===== src/design/exec_pkg.sv =====
// Execute pipeline package
// Word types, ALU micro-operations and the records passed between the
// stages of the RV32I execute pipeline

`default_nettype none

package exec_pkg;

    //==========================================================================
    // Basic types
    //==========================================================================

    // One RV32 data word or byte address
    typedef logic [31:0] data_word_t;

    // Architectural register index, x0 is hardwired to zero
    typedef logic [4:0] reg_idx_t;

    // ALU micro-operations
    // Control transfers take the lowest codes so a single compare finds them
    typedef enum logic [3:0] {
        JAL  = 4'd0,
        BEQ  = 4'd1,
        BNE  = 4'd2,
        BLT  = 4'd3,
        BLTU = 4'd4,
        BGE  = 4'd5,
        BGEU = 4'd6,
        ADD  = 4'd7,
        AND  = 4'd8,
        OR   = 4'd9,
        XOR  = 4'd10,
        SLTI = 4'd11,
        SLTU = 4'd12,
        SLL  = 4'd13,
        SRL  = 4'd14,
        SRA  = 4'd15
    } alu_uop_t;

    // Every code below this one is a jump or a branch
    localparam logic [3:0] LAST_JUMP_UOP = 4'd7;

    // Link address increments for full width and compressed jumps
    localparam data_word_t LINK_STEP_FULL = 32'd4;
    localparam data_word_t LINK_STEP_COMP = 32'd2;

    //==========================================================================
    // Stage records
    //==========================================================================

    // Decoded packet handed over by the issue logic
    typedef struct packed {
        logic       valid;
        data_word_t rs1_value;
        data_word_t rs2_value;
        data_word_t imm;
        data_word_t instr_addr;
        alu_uop_t   uop;
        logic       use_imm;
        logic       is_jalr;
        logic       is_cjump;
        reg_idx_t   rd;
    } exec_issue_t;

    // Stage one register, feeds the ALU directly
    typedef struct packed {
        logic       valid;
        data_word_t operand_a;
        data_word_t operand_b;
        data_word_t instr_addr;
        alu_uop_t   uop;
        logic       is_cjump;
        data_word_t target;
        reg_idx_t   rd;
    } alu_in_t;

    // Write-back and redirect word leaving the pipeline
    typedef struct packed {
        logic       wb_valid;
        reg_idx_t   wb_rd;
        data_word_t wb_data;
        logic       redirect;
        data_word_t redirect_target;
    } exec_result_t;

endpackage : exec_pkg

`default_nettype wire


===== src/design/operand_select.sv =====
// Execute stage one
// Picks operand B, computes the jump or branch target and registers the
// packet in front of the ALU

`default_nettype none

module operand_select (
    input  logic                  clk_i,
    input  logic                  arst_n_i,
    input  exec_pkg::exec_issue_t issue_i,
    output exec_pkg::alu_in_t     alu_in_o
);

    import exec_pkg::*;

    data_word_t operand_b;
    data_word_t target_base;
    data_word_t target_sum;
    data_word_t target;
    alu_in_t    stage_d;
    alu_in_t    stage_q;

    //==========================================================================
    // Operand and target selection
    //==========================================================================

    // Immediate forms replace rs2 with the sign-extended immediate
    assign operand_b = issue_i.use_imm ? issue_i.imm : issue_i.rs2_value;

    // JALR jumps relative to rs1, every other transfer relative to the PC
    assign target_base = issue_i.is_jalr ? issue_i.rs1_value : issue_i.instr_addr;
    assign target_sum  = target_base + issue_i.imm;

    // The JALR target always has its lowest bit forced to zero
    assign target = issue_i.is_jalr ? {target_sum[31:1], 1'b0} : target_sum;

    always_comb begin
        stage_d            = '0;
        stage_d.valid      = issue_i.valid;
        stage_d.operand_a  = issue_i.rs1_value;
        stage_d.operand_b  = operand_b;
        stage_d.instr_addr = issue_i.instr_addr;
        stage_d.uop        = issue_i.uop;
        stage_d.is_cjump   = issue_i.is_cjump;
        stage_d.target     = target;
        stage_d.rd         = issue_i.rd;
    end

    //==========================================================================
    // Stage register
    //==========================================================================

    // The whole packet clears on reset, the valid strobe included
    always_ff @(posedge clk_i or negedge arst_n_i) begin
        if (!arst_n_i) begin
            stage_q <= '0;
        end else begin
            stage_q <= stage_d;
        end
    end

    assign alu_in_o = stage_q;

endmodule : operand_select

`default_nettype wire


===== src/design/arithmetic_logic_unit.sv =====
// Arithmetic logic unit
// Purely combinational RV32I integer, compare, shift and link operations,
// plus detection of control transfers for the redirect logic

`default_nettype none

module arithmetic_logic_unit (
    input  exec_pkg::alu_in_t    alu_in_i,
    output exec_pkg::data_word_t result_o,
    output logic                 data_valid_o,
    output logic                 is_branch_o
);

    import exec_pkg::*;

    data_word_t adder_result;
    logic       less_than_s;
    logic       less_than_u;
    logic       is_equal;
    logic [4:0] shift_amount;
    data_word_t sll_result;
    data_word_t srl_result;
    data_word_t sra_result;
    data_word_t and_result;
    data_word_t or_result;
    data_word_t xor_result;
    data_word_t link_addr;

    //==========================================================================
    // Adder and comparators
    //==========================================================================

    // Used by ADD, ADDI and the immediate forms built on them
    assign adder_result = alu_in_i.operand_a + alu_in_i.operand_b;

    // Signed and unsigned orderings of the same pair of bit patterns
    assign less_than_s = $signed(alu_in_i.operand_a) < $signed(alu_in_i.operand_b);
    assign less_than_u = alu_in_i.operand_a < alu_in_i.operand_b;
    assign is_equal    = alu_in_i.operand_a == alu_in_i.operand_b;

    //==========================================================================
    // Shifter
    //==========================================================================

    // RV32 shifts only look at the low five bits of rs2 or the immediate
    assign shift_amount = alu_in_i.operand_b[4:0];

    assign sll_result = alu_in_i.operand_a << shift_amount;
    assign srl_result = alu_in_i.operand_a >> shift_amount;

    // Arithmetic shift replicates the sign bit of operand A
    assign sra_result = data_word_t'($signed(alu_in_i.operand_a) >>> shift_amount);

    //==========================================================================
    // Bitwise logic and link address
    //==========================================================================

    assign and_result = alu_in_i.operand_a & alu_in_i.operand_b;
    assign or_result  = alu_in_i.operand_a | alu_in_i.operand_b;
    assign xor_result = alu_in_i.operand_a ^ alu_in_i.operand_b;

    // A compressed jump is only two bytes long
    assign link_addr = alu_in_i.instr_addr
                     + (alu_in_i.is_cjump ? LINK_STEP_COMP : LINK_STEP_FULL);

    //==========================================================================
    // Result select
    //==========================================================================

    // Branch and set-less-than codes return a single flag bit
    always_comb begin
        case (alu_in_i.uop)
            JAL:     result_o = link_addr;
            BEQ:     result_o = {31'b0, is_equal};
            BNE:     result_o = {31'b0, !is_equal};
            BLT:     result_o = {31'b0, less_than_s};
            BLTU:    result_o = {31'b0, less_than_u};
            BGE:     result_o = {31'b0, !less_than_s};
            BGEU:    result_o = {31'b0, !less_than_u};
            ADD:     result_o = adder_result;
            AND:     result_o = and_result;
            OR:      result_o = or_result;
            XOR:     result_o = xor_result;
            SLTI:    result_o = {31'b0, less_than_s};
            SLTU:    result_o = {31'b0, less_than_u};
            SLL:     result_o = sll_result;
            SRL:     result_o = srl_result;
            SRA:     result_o = sra_result;
            default: result_o = '0;
        endcase
    end

    assign data_valid_o = alu_in_i.valid;

    // A valid control transfer; the link address of JAL is never zero, so a
    // jump is always seen as taken downstream
    assign is_branch_o = alu_in_i.valid && (alu_in_i.uop < LAST_JUMP_UOP);

endmodule : arithmetic_logic_unit

`default_nettype wire


===== src/design/branch_resolve.sv =====
// Execute stage two
// Resolves taken jumps and branches into a redirect and registers the
// write-back word for the register file

`default_nettype none

module branch_resolve (
    input  logic                   clk_i,
    input  logic                   arst_n_i,
    input  exec_pkg::data_word_t   alu_result_i,
    input  logic                   alu_valid_i,
    input  logic                   is_branch_i,
    input  exec_pkg::data_word_t   target_i,
    input  exec_pkg::reg_idx_t     rd_i,
    output exec_pkg::exec_result_t result_o
);

    import exec_pkg::*;

    logic         taken;
    logic         write_back;
    exec_result_t result_d;

    //==========================================================================
    // Redirect and write-back decision
    //==========================================================================

    // The ALU leaves a nonzero result for every taken transfer
    assign taken = is_branch_i && (alu_result_i != '0);

    // Writes to x0 are dropped, which also covers every branch
    assign write_back = alu_valid_i && (rd_i != '0);

    // Fields of an inactive half are held at zero
    always_comb begin
        result_d          = '0;
        result_d.wb_valid = write_back;
        result_d.redirect = taken;
        if (write_back) begin
            result_d.wb_rd   = rd_i;
            result_d.wb_data = alu_result_i;
        end
        if (taken) begin
            result_d.redirect_target = target_i;
        end
    end

    //==========================================================================
    // Output register
    //==========================================================================

    always_ff @(posedge clk_i or negedge arst_n_i) begin
        if (!arst_n_i) begin
            result_o <= '0;
        end else begin
            result_o <= result_d;
        end
    end

endmodule : branch_resolve

`default_nettype wire


===== src/design/execute_pipeline.sv =====
// Execute pipeline top level
// Two-stage RV32I execute path: operand select, ALU, branch resolve

`default_nettype none

module execute_pipeline (
    input  logic                   clk_i,
    input  logic                   arst_n_i,
    input  exec_pkg::exec_issue_t  issue_i,
    output exec_pkg::exec_result_t result_o
);

    import exec_pkg::*;

    alu_in_t    alu_in;
    data_word_t alu_result;
    logic       alu_valid;
    logic       alu_is_branch;

    // First cycle, ends in the stage register
    operand_select i_operand_select (
        .clk_i    (clk_i),
        .arst_n_i (arst_n_i),
        .issue_i  (issue_i),
        .alu_in_o (alu_in)
    );

    arithmetic_logic_unit i_alu (
        .alu_in_i     (alu_in),
        .result_o     (alu_result),
        .data_valid_o (alu_valid),
        .is_branch_o  (alu_is_branch)
    );

    // Second cycle, target and rd bypass the ALU from the stage register
    branch_resolve i_branch_resolve (
        .clk_i        (clk_i),
        .arst_n_i     (arst_n_i),
        .alu_result_i (alu_result),
        .alu_valid_i  (alu_valid),
        .is_branch_i  (alu_is_branch),
        .target_i     (alu_in.target),
        .rd_i         (alu_in.rd),
        .result_o     (result_o)
    );

endmodule : execute_pipeline

`default_nettype wire


===== config.mk =====
export PLATFORM = sky130hd
export DESIGN_NAME = execute_pipeline
export DESIGN_NICKNAME = d
export VERILOG_FILES = /design/src/design/exec_pkg.sv /design/src/design/operand_select.sv /design/src/design/arithmetic_logic_unit.sv /design/src/design/branch_resolve.sv /design/src/design/execute_pipeline.sv
export SDC_FILE = /design/constraint.sdc
export NUM_CORES = 1
export LEC_CHECK = 0
export BUFFER_PORTS_ARGS = -buffer_cell sky130_fd_sc_hd__buf_2
export CAP_MARGIN = 5
export CORE_MARGIN = 4
export CORE_UTILIZATION = 49
export CTS_CLUSTER_SIZE = 8
export DETAILED_ROUTE_END_ITERATION = 10
export GPL_ROUTABILITY_DRIVEN = 1
export PLACE_DENSITY = 0.72
export SLEW_MARGIN = 5
export SYNTH_ARGS = -nofsm -noshare
export SYNTH_HDL_FRONTEND = slang
export SYNTH_SLANG_ARGS = --single-unit

===== constraint.sdc =====
create_clock -name clk_i -period 5 [get_ports clk_i]
set_clock_uncertainty 0.2 [all_clocks]
set_input_delay 0.5 -clock clk_i [delete_from_list [all_inputs] [get_ports clk_i]]
set_output_delay 0.5 -clock clk_i [all_outputs]
set_load 0.05 [all_outputs]

==> metrics.txt, run 1 <==
hold path start issue_i[81]; CP max-delay cell a2bb2oi_1; 1st-pass router iterations 8; vias per inst 6.67; register bit total from synthesis 210; CP endpoint kind flip-flop; CTS tree yes; P_sw 2.29 mW; initial antenna violation count 3; Starting Density 49.6%; area growth from synthesis to layout 26.1%; CTS Buf Count 30; Max VDD drop 0.282 mV; dpl hpwl 63,200 microns; Critical Path Stages 13; Slew Limit Fails 0; Arr. time, crit path 5.16 ns; worst setup margin 0.100 ns; Rows 70; min cycle time layout 4.90 ns; clk slew on worst S/H paths 0.05 ns; Vias 19,000; reg2reg path depth 13; Final Util 62.5%; Clock Tree Root clkbuf_16; CP startpoint kind flip-flop; final setup violation count 0; number of flops mapped to enable cells by yosys 0; clock sink count 210; initial DRC count 2,119; routability cong. 1.09; Die H 200 microns; top post-synthesis cells by area dfrtp_1 29%, ha_1 9.0%, mux4_2 6.8%; ys async rst share 100%; leading area contributor after synthesis dfrtp_1; worst stage delay on the critical path 0.75 ns; P_leak 10.5 nW; Max Clk Rate 0.204 GHz; share of total power in the clock network 29.6%; outcome finished, final reports clean; RR Startpoint i_operand_select.alu_in_o[76]$_DFF_PN0_; first-pass GRT wire length 125,000 microns; measured slew at the worst slew-check pin 1.04 ns; io pins 214; P_int 3.89 mW; total number of H-tree levels 1; critical-path maximum fanout 31; Yosys warning total 0; Hold WS 0.00489 ns; Post-Syn Area 18,100 sq um; nets 2,648; post-route ant nets 0; GRT overflow 0; Syn Inst Count 1,946; max_cap viols 0; core area 36,600 sq um; fraction of layout cells with a size suffix above 1 28.1%; hold depth 2; dpl cells 2,688; Sequential Power Share 32.1%; crit path kind flip-flop to flip-flop; CTS Buffer Depth 3; family with the most delay on the worst path compound AO/OA/AOI/OAI gates; Slew HR 29.6%; Sw Ratio 37.1%; Cell Chain, Critical Path buf_4, nor3_1, mux2i_1, a2bb2oi_1, o2111ai_1, nor4b_2, nand4_1, buf_4, a2111o_1, nor4_2, a21oi_4, buf_4, and2_1; number of global-route vias before repair 19,500; worst path bufs/invs 3; Syn Area/Cell 9.33 sq um; Req. time, crit path 5.26 ns; routing usage on met2 63.9%; number of port buffers 213; Final Hold Viols 0; GRT Util Overall 40.5%; M1 GR Usage 51.7%; pin count of the biggest net entering global routing 114; GRT busiest layer met2; Synth Net Count 2,222; drc violations 0; PwrDens 270 nW/um^2; post-route setup TNS 0 ns; dpl ws 0.194 ns; post-synth top area share 29.0%; Die Span X 200 microns; Clock Latency Late Sink 0.58 ns; Routed WL 84,300 microns; Worst Hold Class primary input to flip-flop; Most Frequent Cell on Critical Path buf_4; crit path launch i_operand_select.alu_in_o[76]$_DFF_PN0_; Most used DFF post-synth dfrtp_1; Gate power share 38.3%; die area 40,200 sq um; RSZ-0062 raised after global routing no; Non-Filler Instances 2,848; Distinct cells, synth 87; number of fill cells in the layout 2,973; register area share after synthesis 29.0%; M3 GR Usage 9.81%; Avg WL per Cell 29.6 microns; final worst-path cycle share 98.0%
-- kinds of logic (layout without fill, tap and decap cells) --
logic type | count (synthesis) | in the layout | synth area share [%]
adder cells (fa/ha/maj) | 133 | 133 | 9.29
buffers and inverters | 253 | 684 | 6.00
AND/OR/NAND/NOR | 542 | 542 | 16.1
multiplexers | 223 | 223 | 16.7
AO/OA/AOI/OAI | 518 | 518 | 19.7
XOR/XNOR | 67 | 67 | 3.23
flip-flops | 210 | 210 | 29.0
other | 0 | 3 | 0
-- flip-flops by register name (all words and copies together), names as in the netlist --
signal	flops
i_branch_resolve.result_o	71
i_operand_select.alu_in_o	139
-- layout by cell type (no fill, tap or decap), types with 30 or more instances in the layout --
master	netlist	routed
buf_2	28	212
dfrtp_1	210	206
buf_4	6	205
ha_1	130	130
nor2_1	119	119
dlygate4sd3_1	0	118
a21oi_1	100	100
inv_1	99	99
nand2_1	97	97
mux2_2	90	90
mux2i_1	77	77
o21ai_0	74	73
mux4_2	55	55
nand3_1	54	54
o22ai_1	46	46
xnor2_1	41	41
a21o_1	38	38
nor3_1	36	36
nand4_1	33	33
and2_1	32	32
clkbuf_16	0	30
-- power groups by stage --
stage          clock network [mW]  registers, mW  logic [mW]
2_1_floorplan                   0           2.13        1.21
3_3_place_gp                    0           2.00        2.16
3_5_place_dp                    0           2.00        2.18
4_1_cts                      1.83           1.98        2.27
5_1_grt                      1.91           1.99        2.48
6_report                     1.83           1.98        2.37
-- through the flow --
| step | power (mW) | cell area, sq um |
|---|---|---|
| after floorplan | 3.34 | 18100 |
| after global placement | 4.15 | 20800 |
| after detailed placement | 4.18 | 20800 |
| after CTS | 6.08 | 22800 |
| after global routing | 6.39 | 22900 |
| final | 6.18 | 22900 |
-- final timing paths --
kind | end | slack (ns)
setup / recovery | i_branch_resolve.result_o[31]$_DFF_PN0_ | 0.10
hold / removal | i_operand_select.alu_in_o[79]$_DFF_PN0_ | 0.005
setup reg to reg | i_branch_resolve.result_o[31]$_DFF_PN0_ | 0.10
hold reg to reg | i_branch_resolve.result_o[0]$_DFF_PN0_ | 0.25
max in group asynchronous | i_operand_select.alu_in_o[136]$_DFF_PN0_ | 3.11
min in group asynchronous | i_operand_select.alu_in_o[117]$_DFF_PN0_ | 0.42
-- synth_stat cells, drive strengths merged (19+ instances only) --
cell type	count
nand2	97
mux2	91
inv	101
ha	130
a211oi	29
xor2	26
nor3	36
buf	62
nor2	119
o21ai	78
o211ai	21
a31oi	26
o21a	22
and2	62
nand2b	28
clkbuf	89
o22ai	46
a21o	38
dfrtp	210
nand3	54
and3	19
xnor2	41
nand4	33
mux2i	77
mux4	55
a21oi	101
-- routing by layer --
layer	part of all wire, %	vias to the layer above
met3	11	333
met5	0.0083	-
li1	-	8073
met4	6.9	2
met1	38	9272
met2	45	1326
-- worst reg2reg max path: stages, from the launching register on --
cell	delay, ns
dfrtp_4	0.60
buf_4	0.32
nor3_1	0.28
mux2i_1	0.24
a2bb2oi_1	0.75
o2111ai_1	0.34
nor4b_2	0.34
nand4_1	0.21
buf_4	0.21
a2111o_1	0.40
nor4_2	0.40
a21oi_4	0.13
buf_4	0.21
and2_1	0.18
-- cell type report --
class | count | area, sq um | area share [%]
multi-input combinational | 1483 | 11900 | 51.8
sequential | 210 | 5270 | 23.0
timing repair buffer | 545 | 3980 | 17.4
clock buffer | 35 | 779 | 3.41
tap | 468 | 586 | 2.56
inverter | 102 | 383 | 1.67
clock inverter | 2 | 35.0 | 0.153
antenna | 3 | 7.51 | 0.0328
-- what timing repair did --
| action | in CTS | in global routing |
|---|---|---|
| hold endpoints to repair | 213 | 0 |
| resized for setup | 0 | 5 |
| setup buffers | 0 | 2 |
| hold buffers | 118 | 0 |
| endpoints found under the setup margin | 0 | 32 |
(Power assumes the default switching activity.)
==> run 2, diff against run 1 <==
PLACE_DENSITY = 0.69   (was 0.72)
clock period = 5.5 ns   (was 5 ns; I/O delays follow)
==> run 2 against run 1 <==
  * Critical path depth grew 2
  * Non-clock buffer count fell by 160
  * Highest routed layer unchanged
  * Largest power group unchanged
  * Sequential cell count unchanged
==> metrics.txt, run 2 (same netlist as run 1, synthesis figures left out) <==
Final Util 58.7%; Slew Limit Fails 0; RSZ-0062 raised after global routing no; io pins 214; P_leak 9.77 nW; Slew HR 34.2%; GRT overflow 0; RR Startpoint i_operand_select.alu_in_o[76]$_DFF_PN0_; critical path endpoint i_branch_resolve.result_o[8]$_DFF_PN0_; CTS Buffer Depth 3; Sw Ratio 37.0%; met1 wire length 29,500 microns; drc violations 0; number of port buffers 213; nets 2,488; min cycle time layout 5.05 ns; P_int 3.40 mW; crit path kind flip-flop to flip-flop; CP max-delay cell dfrtp_4; vias per inst 6.74; pin count of the biggest net entering global routing 125; Clock Latency Late Sink 0.59 ns; outcome finished, final reports clean; Gate power share 36.5%; FF-to-FF End i_branch_resolve.result_o[8]$_DFF_PN0_; die area 40,200 sq um; Cell Chain, Critical Path inv_1, ha_1, a211oi_2, o21ai_1, a31oi_4, a2111oi_2, o21a_1, o211ai_1, a211oi_1, nor3_1, a2111oi_0, buf_4, a21oi_4, buf_12, and2_4; Cell Area, Placed 19,900 sq um; core area 36,600 sq um; total power 5.40 mW; routability cong. 1.10; initial DRC count 2,388; Die Span X 200 microns; post-route setup TNS 0 ns; worst stage delay on the critical path 0.66 ns; Sequential Power Share 33.2%; CP startpoint kind flip-flop; P_sw 2.00 mW; most frequent cells in the layout 212 x buf_2, 206 x dfrtp_1, 130 x ha_1; crit path launch i_operand_select.alu_in_o[76]$_DFF_PN0_; dpl hpwl 57,800 microns; area growth from synthesis to layout 18.4%; wire length on met2 34,700 microns; fraction of layout cells with a size suffix above 1 24.6%; GRT Util Overall 36.9%; clk slew on worst S/H paths 0.06 ns; dpl cells 2,569; 1st-pass router iterations 6; CTS Buf Count 30; final worst-path cycle share 91.8%; Vias 18,100; CP endpoint kind flip-flop; Routed WL 77,300 microns; Rows 70; commonest non-fill, non-tap cell in the layout buf_2; total number of H-tree levels 1; Clock Tree Root clkbuf_16; fin area 21,500 sq um; PwrDens 252 nW/um^2; max reg flops 139; Die H 200 microns; Starting Density 49.6%; top sig layer met5; first-pass GRT wire length 115,000 microns; critical-path maximum fanout 33; Avg WL per Cell 28.8 microns; measured slew at the worst slew-check pin 0.979 ns; Final Hold Viols 0; clock sink count 210; CTS tree yes; flop2flop setup slack 0.45 ns; Arr. time, crit path 5.31 ns; initial antenna violation count 2; Max VDD drop 0.219 mV; reg2reg path depth 15; Worst Hold Class primary input to flip-flop; share of total power in the clock network 30.4%; max_cap viols 0; post-route ant nets 0; number of global-route vias before repair 18,000; Met3 Routed Length 8290 microns; Non-Filler Instances 2,685; final setup violation count 0; Max Clk Rate 0.198 GHz; Req. time, crit path 5.77 ns
[run 2: cell types whose count changed in the layout (fill, tap and decap cells not counted), moves of 2 or more]
cell,change
buf_12,-5
diode_2,-2
buf_4,-116
o21ai_1,+2
dlygate4sd3_1,-39
[run 2: worst max-delay path, delay by kind of cell (launching register included)]
family                     cells  cell delay, ns
AOI/OAI and AO/OA              9            2.71
DFF                            1            0.66
buffers and inverters          3            0.55
adders and majority gates      1            0.46
and+or+nand+nor                2            0.30
[run 2: metal layers]
layer / track usage [%] / vias to the layer above
met5: 0 / -
met1: 47.9 / 8802
met2: 59.1 / 1225
met3: 8.24 / 313
li1: - / 7756
met4: 17.1 / 2
[run 2: how the worst min path moves through the flow]
stage                                      startpoint                                       to  slack [ns]  depth (start not counted)
2_1_floorplan                                arst_n_i   i_branch_resolve.result_o[0]$_DFF_PN0_        0.05                          0
3_3_place_gp   i_operand_select.alu_in_o[5]$_DFF_PN0_   i_branch_resolve.result_o[0]$_DFF_PN0_        0.23                          1
3_5_place_dp   i_operand_select.alu_in_o[6]$_DFF_PN0_   i_branch_resolve.result_o[1]$_DFF_PN0_        0.25                          1
4_1_cts                                   issue_i[84]  i_operand_select.alu_in_o[82]$_DFF_PN0_       0.003                          2
5_1_grt                                   issue_i[81]  i_operand_select.alu_in_o[79]$_DFF_PN0_       0.005                          2
6_report                                  issue_i[87]  i_operand_select.alu_in_o[85]$_DFF_PN0_        0.02                          2
[run 2: stage by stage]
step | setup WS [ns] | hold WS [ns]
2_1_floorplan | 0.687 | 0.0544
3_3_place_gp | 0.862 | 0.234
3_5_place_dp | 0.754 | 0.252
4_1_cts | 0.714 | 0.00308
5_1_grt | 0.364 | 0.00458
6_report | 0.454 | 0.0192
[run 2: power by group through the flow]
stage               registers (mW)  clock network (mW)  logic [mW]
detailed placement            1.81                   0        1.85
floorplan                     1.93                   0        1.10
global placement              1.81                   0        1.84
finish                        1.79                1.64        1.97
CTS                           1.79                1.65        1.91
global route                  1.81                1.72        2.07
[run 2: final cells by class]
cell class,instances,area (sq um)
multi-input cells,1483,11800
repair buffers,385,2620
clock inverters,3,40.0
fillers,3134,15100
diodes,1,2.50
inverters,102,383
clock buffers,33,762
well taps,468,586
flip-flops and latches,210,5270
[run 2: repair_timing]
item | in CTS | in global routing
hold buffers | 79 | 0
buffers inserted | 0 | 0
hold endpoints to repair | 201 | 0
resized for setup | 0 | 0
==> run 3, diff against run 2 <==
PLACE_DENSITY = 0.73   (was 0.69)
==> run 3 against run 2 <==
  * Utilization rose by 0.16 points
  * Non-clock buffer count is the same
  * Via count down 0.34%
==> metrics.txt, run 3 (same netlist as run 1, synthesis figures left out) <==
Avg WL per Cell 29.1 microns; Vias 18,000; final worst-path cycle share 87.3%; Rows 70; core area 36,600 sq um; Max VDD drop 0.228 mV; drc violations 0; Final Hold Viols 0; Slew Limit Fails 0; number of global-route vias before repair 18,100; Starting Density 49.6%; post-route ant nets 0; max reg flops 139; Max Clk Rate 0.208 GHz; number of port buffers 213; cts-stage hold buffer count 76; Routed WL 78,300 microns; fraction of layout cells with a size suffix above 1 24.7%; routability cong. 1.08; final setup violation count 0; most frequent cells in the layout 212 x buf_2, 206 x dfrtp_1, 130 x ha_1; Met3 Routed Length 8000 microns; GRT overflow 0; max_cap viols 0; CTS tree yes; met1 wire length 29,700 microns; Die Span X 200 microns; io pins 214; postcts setup bufs 0; Req. time, crit path 5.73 ns; area growth from synthesis to layout 18.7%; initial antenna violation count 1; min cycle time layout 4.80 ns; die area 40,200 sq um; GRT Util Overall 37.6%; post-route setup TNS 0 ns; nets 2,488; Worst Hold Class primary input to flip-flop; total power 5.42 mW; commonest non-fill, non-tap cell in the layout buf_2; Clock Tree Root clkbuf_16; dpl hpwl 58,800 microns; total number of H-tree levels 1; CP endpoint kind flip-flop; first-pass GRT wire length 117,000 microns; crit path kind flip-flop to flip-flop; RSZ-0062 raised after global routing no; critical-path maximum fanout 78; Post-CTS Resized 0; P_leak 9.80 nW; CTS Buffer Depth 3; Hold WS 0.0236 ns; clk slew on worst S/H paths 0.05 ns; area of the multi-input gates 11,800 sq um; 1st-pass router iterations 6; initial DRC count 2,234; fin area 21,500 sq um; measured slew at the worst slew-check pin 1.03 ns; Clock Latency Late Sink 0.56 ns; register area 5270 sq um; number of fill cells in the layout 3,114; vias per inst 6.72; diode count 0; PwrDens 252 nW/um^2; clock sink count 210; CP startpoint kind flip-flop; Slew HR 30.6%; wire length on met2 35,800 microns; pin count of the biggest net entering global routing 121; Cell Area, Placed 20,000 sq um; top sig layer met5; CTS Buf Count 30; Die H 200 microns; Final Util 58.8%; outcome finished, final reports clean; Arr. time, crit path 5.04 ns
-- run 3: worst paths after layout --
check | start | endpoint | slack (ns) | cells after the start
max reg2reg | i_operand_select.alu_in_o[75]$_DFF_PN0_ | i_branch_resolve.result_o[3]$_DFF_PN0_ | 0.70 | 14
min reg2reg | i_operand_select.alu_in_o[36]$_DFF_PN0_ | i_branch_resolve.result_o[31]$_DFF_PN0_ | 0.25 | 1
max in group asynchronous | arst_n_i | i_operand_select.alu_in_o[135]$_DFF_PN0_ | 3.57 | 3
min | issue_i[96] | i_operand_select.alu_in_o[94]$_DFF_PN0_ | 0.02 | 2
max | i_operand_select.alu_in_o[75]$_DFF_PN0_ | i_branch_resolve.result_o[3]$_DFF_PN0_ | 0.70 | 14
min in group asynchronous | arst_n_i | i_branch_resolve.result_o[5]$_DFF_PN0_ | 0.48 | 2
-- run 3: layout make-up --
type	instances	area share, %
clock buffers	36	3.73
well taps	468	2.72
multi-input cells	1483	54.9
inverters	102	1.78
clock inverters	1	0.0232
repair buffers	385	12.4
flip-flops and latches	210	24.4
-- run 3: power by group --
part / internal (mW) / switching (mW)
Combinational: 0.749 / 1.24
Sequential: 1.70 / 0.0905
Clock: 0.999 / 0.644
-- run 3: metrics by stage --
| step | cells | setup slack [ns] |
|---|---|---|
| 6_report | 2685 | 0.698 |
| 5_1_grt | 2685 | 0.348 |
| 4_1_cts | 2685 | 0.817 |
| 3_5_place_dp | 2572 | 0.681 |
| 3_3_place_gp | 2572 | 0.758 |
| 2_1_floorplan | 1946 | 0.687 |
-- run 3: metal layers --
metal  global-route usage (%)  up-vias
met5                        0        -
li1                         -     7753
met4                     16.4        2
met3                     8.87      286
met2                     61.1     1138
met1                     48.1     8857
-- run 3: worst max-delay path, stage by stage (launching register included) --
cell and delay, ns:
dfrtp_2 0.46, buf_12 0.21, nor2_1 0.75, mux2_2 0.43
a32oi_1 0.26, o21ai_1 0.32, o21ai_0 0.24, nor4b_1 0.28
nand4_1 0.18, a2111o_1 0.41, nor4_2 0.29, buf_4 0.16
a21oi_4 0.06, buf_12 0.17, and2_4 0.17
